## config.mk

```make
export PLATFORM = sky130hd
export DESIGN_NAME = cpu_top
export DESIGN_NICKNAME = d
export VERILOG_FILES = /design/src/cpu_pkg.sv /design/src/dp_ctrl_if.sv /design/src/cpu_alu.sv /design/src/cpu_datapath.sv /design/src/cpu_control.sv /design/src/cpu_top.sv
export SDC_FILE = /design/constraint.sdc
export NUM_CORES = 1
export LEC_CHECK = 0
export BUFFER_PORTS_ARGS = -buffer_cell sky130_fd_sc_hd__buf_2
export CAP_MARGIN = 20
export CORE_ASPECT_RATIO = 0.5
export CORE_MARGIN = 3
export CORE_UTILIZATION = 50
export CTS_CLUSTER_DIAMETER = 150
export DETAILED_ROUTE_END_ITERATION = 10
export PLACE_DENSITY = 0.72
export SLEW_MARGIN = 15
export SYNTH_ARGS = -nofsm -noshare
export SYNTH_HDL_FRONTEND = slang
export SYNTH_SLANG_ARGS = --single-unit
export TNS_END_PERCENT = 50
```

## constraint.sdc

```tcl
create_clock -name clk -period 6.8 [get_ports clk]
set_input_delay 1.7 -clock clk [delete_from_list [all_inputs] [get_ports clk]]
set_output_delay 1.7 -clock clk [all_outputs]
set_load 0.05 [all_outputs]
```

## src/cpu_pkg.sv

```systemverilog
package cpu_pkg;

    localparam int ADDR_WIDTH    = 6;
    localparam int DATA_WIDTH    = 16;
    localparam int REG_IDX_WIDTH = 3;

    typedef logic [ADDR_WIDTH-1:0]    addr_t;
    typedef logic [DATA_WIDTH-1:0]    data_t;
    typedef logic [REG_IDX_WIDTH-1:0] reg_idx_t;

    // indirect flag on top, register number below
    typedef logic [3:0] opnd_field_t;
    localparam int IND_BIT = 3;

    // instruction word: opcode | x | y | z
    localparam int OPC_LSB = 12;
    localparam int X_LSB   = 8;
    localparam int Y_LSB   = 4;
    localparam int Z_LSB   = 0;

    typedef enum logic [3:0] {
        OP_MOV  = 4'd0,
        OP_ADD  = 4'd1,
        OP_SUB  = 4'd2,
        OP_MUL  = 4'd3,
        OP_IN   = 4'd7,
        OP_OUT  = 4'd8,
        OP_STOP = 4'd15
    } opcode_e;

    typedef enum logic [2:0] {S_BOOT, S_FETCH, S_OPND, S_EXEC, S_HALT} cpu_state_e;
    typedef enum logic [1:0] {OPND_X, OPND_Y, OPND_Z} opnd_sel_e;
    typedef enum logic [1:0] {MAR_PC, MAR_FIELD, MAR_POINTER, MAR_DEST} mar_src_e;
    typedef enum logic [1:0] {A_IN, A_Y, A_ALU, A_X} a_src_e;
    typedef enum logic [1:0] {ALU_ADD, ALU_SUB, ALU_MUL} alu_op_e;

    // pick one operand field out of the instruction word
    function automatic opnd_field_t ir_field(data_t ir, opnd_sel_e sel);
        case (sel)
            OPND_X:  return ir[X_LSB +: $bits(opnd_field_t)];
            OPND_Y:  return ir[Y_LSB +: $bits(opnd_field_t)];
            default: return ir[Z_LSB +: $bits(opnd_field_t)];
        endcase
    endfunction

endpackage

```

## src/dp_ctrl_if.sv

```systemverilog
interface dp_ctrl_if import cpu_pkg::*; ();

    // program counter
    logic      pc_boot;
    logic      pc_inc;

    // memory address and data registers
    logic      mar_ld;
    mar_src_e  mar_src;
    logic      mdr_ld;

    // instruction register and its word back to the sequencer
    logic      ir_ld;
    data_t     ir;

    // operand and destination capture, per field
    logic      opnd_ld;
    logic      dest_ld;
    opnd_sel_e opnd_sel;

    // result register
    logic      a_ld;
    a_src_e    a_src;

    modport ctrl (
        output pc_boot, pc_inc, mar_ld, mar_src, mdr_ld, ir_ld,
        output opnd_ld, dest_ld, opnd_sel, a_ld, a_src,
        input  ir
    );

    modport dp (
        input  pc_boot, pc_inc, mar_ld, mar_src, mdr_ld, ir_ld,
        input  opnd_ld, dest_ld, opnd_sel, a_ld, a_src,
        output ir
    );

endinterface

```

## src/cpu_alu.sv

```systemverilog
module cpu_alu import cpu_pkg::*; (
    input  alu_op_e op,
    input  data_t   a,
    input  data_t   b,
    output data_t   f
);

    // full product, only the low word is kept
    logic [2*DATA_WIDTH-1:0] prod;

    assign prod = a * b;

    always_comb begin
        case (op)
            ALU_ADD: begin
                f = a + b;
            end
            ALU_SUB: begin
                f = a - b;
            end
            ALU_MUL: begin
                f = prod[DATA_WIDTH-1:0];
            end
            default: begin
                f = a + b;
            end
        endcase
    end

endmodule

```

## src/cpu_datapath.sv

```systemverilog
module cpu_datapath import cpu_pkg::*; #(
    parameter addr_t PROG_START = addr_t'(8)
) (
    input  logic  clk,
    input  logic  rst_n,
    input  data_t mem_rdata,
    input  data_t in_port,
    input  data_t alu_f,
    dp_ctrl_if.dp dp,
    output addr_t addr,
    output addr_t pc,
    output data_t a_val,
    output data_t y_val,
    output data_t z_val
);

    addr_t       pc_q;
    addr_t       mar_q;
    data_t       mdr_q;
    data_t       ir_q;
    data_t       x_q;
    data_t       y_q;
    data_t       z_q;
    data_t       a_q;
    addr_t       dest_x_q;
    addr_t       dest_y_q;
    addr_t       dest_z_q;

    opnd_field_t sel_field;
    reg_idx_t    field_reg;
    addr_t       pointer;
    addr_t       dest_new;
    addr_t       dest_sel;
    addr_t       mar_nxt;
    data_t       a_nxt;

    // field under work and what it points at
    assign sel_field = ir_field(ir_q, dp.opnd_sel);
    assign field_reg = sel_field[REG_IDX_WIDTH-1:0];
    assign pointer   = mdr_q[ADDR_WIDTH-1:0];

    // indirect operands write back through the pointer
    assign dest_new = sel_field[IND_BIT] ? pointer : addr_t'(field_reg);

    always_comb begin
        case (dp.opnd_sel)
            OPND_X:  dest_sel = dest_x_q;
            OPND_Y:  dest_sel = dest_y_q;
            default: dest_sel = dest_z_q;
        endcase
    end

    always_comb begin
        case (dp.mar_src)
            MAR_PC:      mar_nxt = pc_q;
            MAR_FIELD:   mar_nxt = addr_t'(field_reg);
            MAR_POINTER: mar_nxt = pointer;
            default:     mar_nxt = dest_sel;
        endcase
    end

    always_comb begin
        case (dp.a_src)
            A_IN:    a_nxt = in_port;
            A_Y:     a_nxt = y_q;
            A_ALU:   a_nxt = alu_f;
            default: a_nxt = x_q;
        endcase
    end

    always_ff @(posedge clk or negedge rst_n) begin
        if (!rst_n) begin
            pc_q     <= '0;
            mar_q    <= '0;
            mdr_q    <= '0;
            ir_q     <= '0;
            a_q      <= '0;
        end else begin
            if (dp.pc_boot) begin
                pc_q <= PROG_START;
            end else if (dp.pc_inc) begin
                pc_q <= pc_q + addr_t'(1);
            end
            if (dp.mar_ld) begin
                mar_q <= mar_nxt;
            end
            if (dp.mdr_ld) begin
                mdr_q <= mem_rdata;
            end
            if (dp.ir_ld) begin
                ir_q <= mdr_q;
            end
            if (dp.a_ld) begin
                a_q <= a_nxt;
            end
        end
    end

    // operand values and their write-back addresses
    always_ff @(posedge clk or negedge rst_n) begin
        if (!rst_n) begin
            x_q      <= '0;
            y_q      <= '0;
            z_q      <= '0;
            dest_x_q <= '0;
            dest_y_q <= '0;
            dest_z_q <= '0;
        end else begin
            if (dp.opnd_ld) begin
                case (dp.opnd_sel)
                    OPND_X:  x_q <= mdr_q;
                    OPND_Y:  y_q <= mdr_q;
                    default: z_q <= mdr_q;
                endcase
            end
            if (dp.dest_ld) begin
                case (dp.opnd_sel)
                    OPND_X:  dest_x_q <= dest_new;
                    OPND_Y:  dest_y_q <= dest_new;
                    default: dest_z_q <= dest_new;
                endcase
            end
        end
    end

    assign dp.ir = ir_q;
    assign addr  = mar_q;
    assign pc    = pc_q;
    assign a_val = a_q;
    assign y_val = y_q;
    assign z_val = z_q;

endmodule

```

## src/cpu_control.sv

```systemverilog
module cpu_control import cpu_pkg::*; (
    input  logic    clk,
    input  logic    rst_n,
    dp_ctrl_if.ctrl ctrl,
    output logic    we,
    output logic    status,
    output alu_op_e alu_op
);

    cpu_state_e  state;
    cpu_state_e  state_nxt;
    logic [2:0]  fetch_step;
    logic [2:0]  fetch_step_nxt;
    logic [3:0]  opnd_step;
    logic [3:0]  opnd_step_nxt;
    logic [1:0]  exec_step;
    logic [1:0]  exec_step_nxt;
    opnd_sel_e   cur_sel;
    opnd_sel_e   cur_sel_nxt;

    opcode_e     opcode;
    logic [2:0]  use_mask;
    opnd_field_t cur_field;
    logic        field_used;
    logic        field_ind;
    logic        field_done;
    logic        writes;

    assign opcode = opcode_e'(ctrl.ir[OPC_LSB +: $bits(opcode_e)]);

    // which of x, y and z the opcode reads with x in the msb
    always_comb begin
        case (opcode)
            OP_MOV:                 use_mask = 3'b110;
            OP_ADD, OP_SUB, OP_MUL: use_mask = 3'b111;
            OP_IN, OP_OUT:          use_mask = 3'b100;
            default:                use_mask = 3'b000;
        endcase
    end

    assign cur_field  = ir_field(ctrl.ir, cur_sel);
    assign field_used = use_mask[2 - cur_sel];
    assign field_ind  = cur_field[IND_BIT];
    assign writes     = (opcode == OP_MOV) || (opcode == OP_ADD) || (opcode == OP_SUB) ||
                        (opcode == OP_MUL) || (opcode == OP_IN);

    always_comb begin
        case (opcode)
            OP_SUB:  alu_op = ALU_SUB;
            OP_MUL:  alu_op = ALU_MUL;
            default: alu_op = ALU_ADD;
        endcase
    end

    always_ff @(posedge clk or negedge rst_n) begin
        if (!rst_n) begin
            state      <= S_BOOT;
            fetch_step <= '0;
            opnd_step  <= '0;
            exec_step  <= '0;
            cur_sel    <= OPND_X;
        end else begin
            state      <= state_nxt;
            fetch_step <= fetch_step_nxt;
            opnd_step  <= opnd_step_nxt;
            exec_step  <= exec_step_nxt;
            cur_sel    <= cur_sel_nxt;
        end
    end

    always_comb begin
        state_nxt      = state;
        fetch_step_nxt = fetch_step;
        opnd_step_nxt  = opnd_step;
        exec_step_nxt  = exec_step;
        cur_sel_nxt    = cur_sel;
        field_done     = 1'b0;

        ctrl.pc_boot  = 1'b0;
        ctrl.pc_inc   = 1'b0;
        ctrl.mar_ld   = 1'b0;
        ctrl.mar_src  = MAR_PC;
        ctrl.mdr_ld   = 1'b0;
        ctrl.ir_ld    = 1'b0;
        ctrl.opnd_ld  = 1'b0;
        ctrl.dest_ld  = 1'b0;
        ctrl.opnd_sel = cur_sel;
        ctrl.a_ld     = 1'b0;
        ctrl.a_src    = A_ALU;
        we            = 1'b0;

        case (state)
            S_BOOT: begin
                ctrl.pc_boot = 1'b1;
                state_nxt    = S_FETCH;
            end
            S_FETCH: begin
                fetch_step_nxt = fetch_step + 3'd1;
                case (fetch_step)
                    3'd0: ctrl.mar_ld = 1'b1;
                    3'd3: ctrl.mdr_ld = 1'b1;
                    3'd4: begin
                        ctrl.ir_ld     = 1'b1;
                        ctrl.pc_inc    = 1'b1;
                        fetch_step_nxt = '0;
                        state_nxt      = S_OPND;
                    end
                    // steps 1 and 2 wait on the memory
                    default: ;
                endcase
            end
            S_OPND: begin
                opnd_step_nxt = opnd_step + 4'd1;
                case (opnd_step)
                    4'd0: begin
                        if (field_used) begin
                            ctrl.mar_ld  = 1'b1;
                            ctrl.mar_src = MAR_FIELD;
                        end else begin
                            field_done = 1'b1;
                        end
                    end
                    4'd3, 4'd7: ctrl.mdr_ld = 1'b1;
                    4'd4: begin
                        // mdr holds the register word, value or pointer
                        ctrl.dest_ld = 1'b1;
                        if (field_ind) begin
                            ctrl.mar_ld  = 1'b1;
                            ctrl.mar_src = MAR_POINTER;
                        end else begin
                            ctrl.opnd_ld = 1'b1;
                            field_done   = 1'b1;
                        end
                    end
                    4'd8: begin
                        ctrl.opnd_ld = 1'b1;
                        field_done   = 1'b1;
                    end
                    4'd9: begin
                        opnd_step_nxt = '0;
                        cur_sel_nxt   = OPND_X;
                        state_nxt     = S_EXEC;
                    end
                    default: ;
                endcase
                if (field_done) begin
                    case (cur_sel)
                        OPND_X: begin
                            cur_sel_nxt   = OPND_Y;
                            opnd_step_nxt = '0;
                        end
                        OPND_Y: begin
                            cur_sel_nxt   = OPND_Z;
                            opnd_step_nxt = '0;
                        end
                        default: opnd_step_nxt = 4'd9;
                    endcase
                end
            end
            S_EXEC: begin
                exec_step_nxt = exec_step + 2'd1;
                ctrl.opnd_sel = OPND_X;
                case (exec_step)
                    2'd0: begin
                        ctrl.mar_src = MAR_DEST;
                        ctrl.mar_ld  = writes;
                        ctrl.a_ld    = writes || (opcode == OP_OUT);
                        case (opcode)
                            OP_MOV:  ctrl.a_src = A_Y;
                            OP_IN:   ctrl.a_src = A_IN;
                            OP_OUT:  ctrl.a_src = A_X;
                            default: ctrl.a_src = A_ALU;
                        endcase
                    end
                    2'd1: we = writes;
                    default: begin
                        exec_step_nxt = '0;
                        state_nxt     = (opcode == OP_STOP) ? S_HALT : S_FETCH;
                    end
                endcase
            end
            // halted until the next reset
            default: ;
        endcase
    end

    assign status = (state == S_HALT);

endmodule

```

## src/cpu_top.sv

```systemverilog
module cpu_top import cpu_pkg::*; #(
    parameter addr_t PROG_START = addr_t'(8)
) (
    input  logic  clk,
    input  logic  rst_n,
    input  data_t mem_rdata,
    input  data_t in_port,
    output addr_t addr,
    output logic  we,
    output data_t data,
    output data_t out_port,
    output addr_t pc,
    output logic  status
);

    dp_ctrl_if dp_ctrl ();

    alu_op_e alu_op;
    data_t   alu_f;
    data_t   a_val;
    data_t   y_val;
    data_t   z_val;

    cpu_control control_inst (
        .clk    (clk),
        .rst_n  (rst_n),
        .ctrl   (dp_ctrl.ctrl),
        .we     (we),
        .status (status),
        .alu_op (alu_op)
    );

    cpu_datapath #(
        .PROG_START (PROG_START)
    ) datapath_inst (
        .clk       (clk),
        .rst_n     (rst_n),
        .mem_rdata (mem_rdata),
        .in_port   (in_port),
        .alu_f     (alu_f),
        .dp        (dp_ctrl.dp),
        .addr      (addr),
        .pc        (pc),
        .a_val     (a_val),
        .y_val     (y_val),
        .z_val     (z_val)
    );

    // y op z
    cpu_alu alu_inst (
        .op (alu_op),
        .a  (y_val),
        .b  (z_val),
        .f  (alu_f)
    );

    // A feeds both the write data and the output port
    assign data     = a_val;
    assign out_port = a_val;

endmodule

```

==> results.txt <==
Endpoint type of the worst setup path -> flop
Register area -> 3203 µm²
Number of global-route vias before repair -> 9096
FMAX -> 166.2 MHz
Slew @ Worst Pin -> 1041 ps
Layout cells sized above 1 -> 0.1743
Hold/Removal Path Class -> reg2reg
Io pins -> 80
Number of remaining DRC errors -> 0
Crit path max fanout -> 16
Multi-input logic area -> 7198 µm²
Part of the power in combinational logic -> 0.616
RePlAce Congestion -> 1.009
Largest net degree at the start of global routing -> 75
Vias per cell -> 5.720
Top FF cell, synth -> dfrtp_1
Die Area -> 24570 µm²
Final setup TNS -> 0 ps
Max_cap viols -> 0
DRT Wirelength -> 30160 µm
Post-layout nets -> 1439
Initial antenna violation count -> 0
CTS tree -> yes
Vias post-DR -> 8935
ANT cells -> 0
Cts repair resizes -> 0
Global-route wire length before repair -> 48660 µm
Pint -> 3.181 mW
Slew Viols, Final -> 0
Per-cell routed wire length -> 19.31 µm
Fillers -> 1896
Outcome -> finished clean
Post-CTS setup buffers -> 0
Die H -> 112.4 µm
Slew headroom -> 0.3058
Die width -> 218.7 µm
Core region area -> 21920 µm²
Final Setup Violations -> 0
CTS Root Cell -> clkbuf_16
Worst EP required -> 7150 ps
Avg Cell Area, Syn -> 9.294 µm²
Mapped Cells -> 1217
Worst-Skew Late Latency -> 430 ps
Port bufs -> 79
CP startpoint kind -> flop
Cell Area, Synth -> 11310 µm²
Routed Antenna Nets -> 0
Worst-path clk slew -> 70 ps
CTS Buffer Depth -> 2
Unrepaired setup endpoints after global routing -> false
Grt ovf -> 0
Sw Share -> 0.5262
H-tree depth -> 4
GRT Total Usage -> 0.2517
R2r setup slk -> 780 ps
CTS Sinks -> 128
Post-synth ARST share -> 1.000
Psw -> 3.533 mW
Register bit total from synthesis -> 128
Post-synth EDFFs -> 0
Core Util, Final -> 0.5640
Syn nets -> 1407
YS warnings -> 0
Peak VDD IR -> 266.2 µV
# rows -> 38
Hold endpoint -> datapath_inst.dest_x_q[1]$_DFFE_PN0P_
Crit path DAT -> 6370 ps
Clock power frac -> 0.135
DRT iter0 DRCs -> 1029
Reg2reg end -> datapath_inst.a_val[14]$_DFFE_PN0P_
Worst-case reg-to-reg path depth -> 17
Tcrit/Tclk final -> 0.8848
Sequential area share after synthesis -> 0.2832
Initial core utilization -> 0.5160
Area grow syn2layout -> 9.303%
Hold bufs inserted after CTS -> 0
Leak pwr -> 5.855 nW
CTS buffer count -> 17
Dpl hpwl -> 22590 µm
Critical R2R Launch -> datapath_inst.z_val[3]$_DFFE_PN0P_
Reg power frac -> 0.249
Min-delay src -> datapath_inst.dest_x_q[1]$_DFFE_PN0P_
Final-report hold violation count -> 0
Minimum clock period -> 6016 ps
Worst Hold Depth -> 2
First-pass DRT Iterations -> 8
Power per cell area -> 543.0 nW/µm²
WS Path Type -> reg2reg
Skew final -> 9.156 ps
Yosys cell types -> 75
## power groups by stage
stage | registers, mW | logic (mW) | clock network, mW
after CTS | 1.65 | 4.10 | 0.911
after detailed placement | 1.66 | 4.06 | 0
after global placement | 1.64 | 3.98 | 0
final | 1.67 | 4.14 | 0.903
after global routing | 1.72 | 4.58 | 0.947
after floorplan | 1.54 | 3.14 | 0
## routing by layer
metal / wire, µm / GRT usage / up-vias
met5: 0 / 0 / -
met4: 598 / 0.06641 / 0
met3: 1928 / 0.04652 / 45
met2: 14160 / 0.4094 / 321
met1: 13470 / 0.3502 / 4463
li1: - / - / 4106
## cell usage in the layout, fill, tap and decap left out, types with 6 or more instances in the layout
cell type / n
inv_1: 131
o21a_1: 9
o31ai_1: 11
clkbuf_16: 17
a22oi_1: 9
xnor2_1: 37
dfrtp_1: 128
nor3_1: 20
buf_4: 13
or3_1: 6
nand2b_1: 6
o21ai_0: 62
nand2_1: 144
and2_1: 69
xor2_1: 24
a21oi_1: 46
nand3_1: 20
ha_1: 75
mux2i_1: 11
a31oi_1: 9
mux2_2: 75
fa_1: 81
nor2_1: 64
nor2b_1: 6
a21o_1: 6
o22ai_1: 12
buf_2: 78
## state kept, by name, summed over array words and instances (netlist names)
name	cells
control_inst.state	3
datapath_inst.pc	6
datapath_inst.dest_x_q	6
datapath_inst.dp.ir	16
control_inst.exec_step	2
datapath_inst.addr	6
datapath_inst.a_val	16
control_inst.fetch_step	3
datapath_inst.z_val	16
datapath_inst.x_q	16
control_inst.opnd_step	4
control_inst.cur_sel	2
datapath_inst.mdr_q	16
datapath_inst.y_val	16
## cells by family (layout without fill, tap and decap cells)
kind of cell	Yosys count	after routing	synth area share
simple gates	370	370	0.1583
xor+xnor	62	62	0.04923
fa+ha+maj	156	156	0.2263
compound gates	199	199	0.1117
buf+inv	211	256	0.08152
flops	128	128	0.2832
mux	91	91	0.08971
## worst max-delay path: stages, from the launching register on
cell and delay [ps]:
dfrtp_1 720, nand2_1 170, fa_1 580, fa_1 430, fa_1 490, fa_1 490
inv_1 50, fa_1 530, inv_1 50, fa_1 530, inv_1 40, ha_1 340
a21o_1 220, o41ai_1 460, o21ai_0 200, xor2_1 300, a22oi_1 150, a21oi_1 180
## final cells by class
cell class / count / share of cell area
well taps: 300 / 0.03036
inverters: 132 / 0.04008
repair buffers: 92 / 0.04068
clock inverters: 15 / 0.01316
clock buffers: 17 / 0.03441
multi-input cells: 878 / 0.5822
flip-flops and latches: 128 / 0.2591
## per-stage QoR
stage / instances / hold slack (ps) / setup slack (ps) / power (mW) / area, µm²
floorplan: 1217 / 444.7 / 1174 / 4.678 / 11310
global placement: 1529 / 469.9 / 971.1 / 5.625 / 11760
detailed placement: 1529 / 476.6 / 848.4 / 5.722 / 11760
CTS: 1561 / 494.7 / 844.1 / 6.666 / 12350
global route: 1562 / 519.2 / 532.9 / 7.241 / 12360
finish: 1562 / 492.6 / 783.7 / 6.714 / 12360
## synth_stat cells, drive strengths merged (2+ instances only)
cell type  instances  area share
a222oi             3      0.0027
nor4               5      0.0041
and2              72       0.040
a31oi              9      0.0050
o22ai             12      0.0066
mux2              80       0.080
o21ai             62       0.027
nand2            144       0.048
nand3b             2      0.0013
nand4              2      0.0011
ha                75       0.083
inv              131       0.043
o31ai             11      0.0073
a21oi             46       0.020
or3                6      0.0033
and3               7      0.0044
xnor2             37       0.029
a211oi             5      0.0038
fa                81        0.14
nor2b              7      0.0041
nor3              23       0.011
a311oi             3      0.0023
nand3             20      0.0088
o211ai             4      0.0031
o32ai              2      0.0015
dfrtp            128        0.28
nor2              66       0.023
a22oi              9      0.0060
buf               45       0.026
nand2b             6      0.0033
a221o              3      0.0027
xor2              24       0.019
a21o               6      0.0040
mux2i             11      0.0097
o21a               9      0.0060
a221oi             3      0.0023
clkbuf            34       0.011
or2                4      0.0022
## how the worst max path moves through the flow
stage                                                      to  slack [ps]  cells after the start                          startpoint
after floorplan           datapath_inst.a_val[14]$_DFFE_PN0P_        1170                     20  datapath_inst.z_val[5]$_DFFE_PN0P_
after global placement    datapath_inst.a_val[14]$_DFFE_PN0P_         970                     18  datapath_inst.z_val[5]$_DFFE_PN0P_
after detailed placement  datapath_inst.a_val[14]$_DFFE_PN0P_         850                     17  datapath_inst.z_val[3]$_DFFE_PN0P_
after CTS                 datapath_inst.a_val[14]$_DFFE_PN0P_         840                     17  datapath_inst.z_val[3]$_DFFE_PN0P_
after global routing      datapath_inst.a_val[14]$_DFFE_PN0P_         530                     17  datapath_inst.z_val[3]$_DFFE_PN0P_
final                     datapath_inst.a_val[14]$_DFFE_PN0P_         780                     17  datapath_inst.z_val[3]$_DFFE_PN0P_
Power figures use the tool's default switching activity.
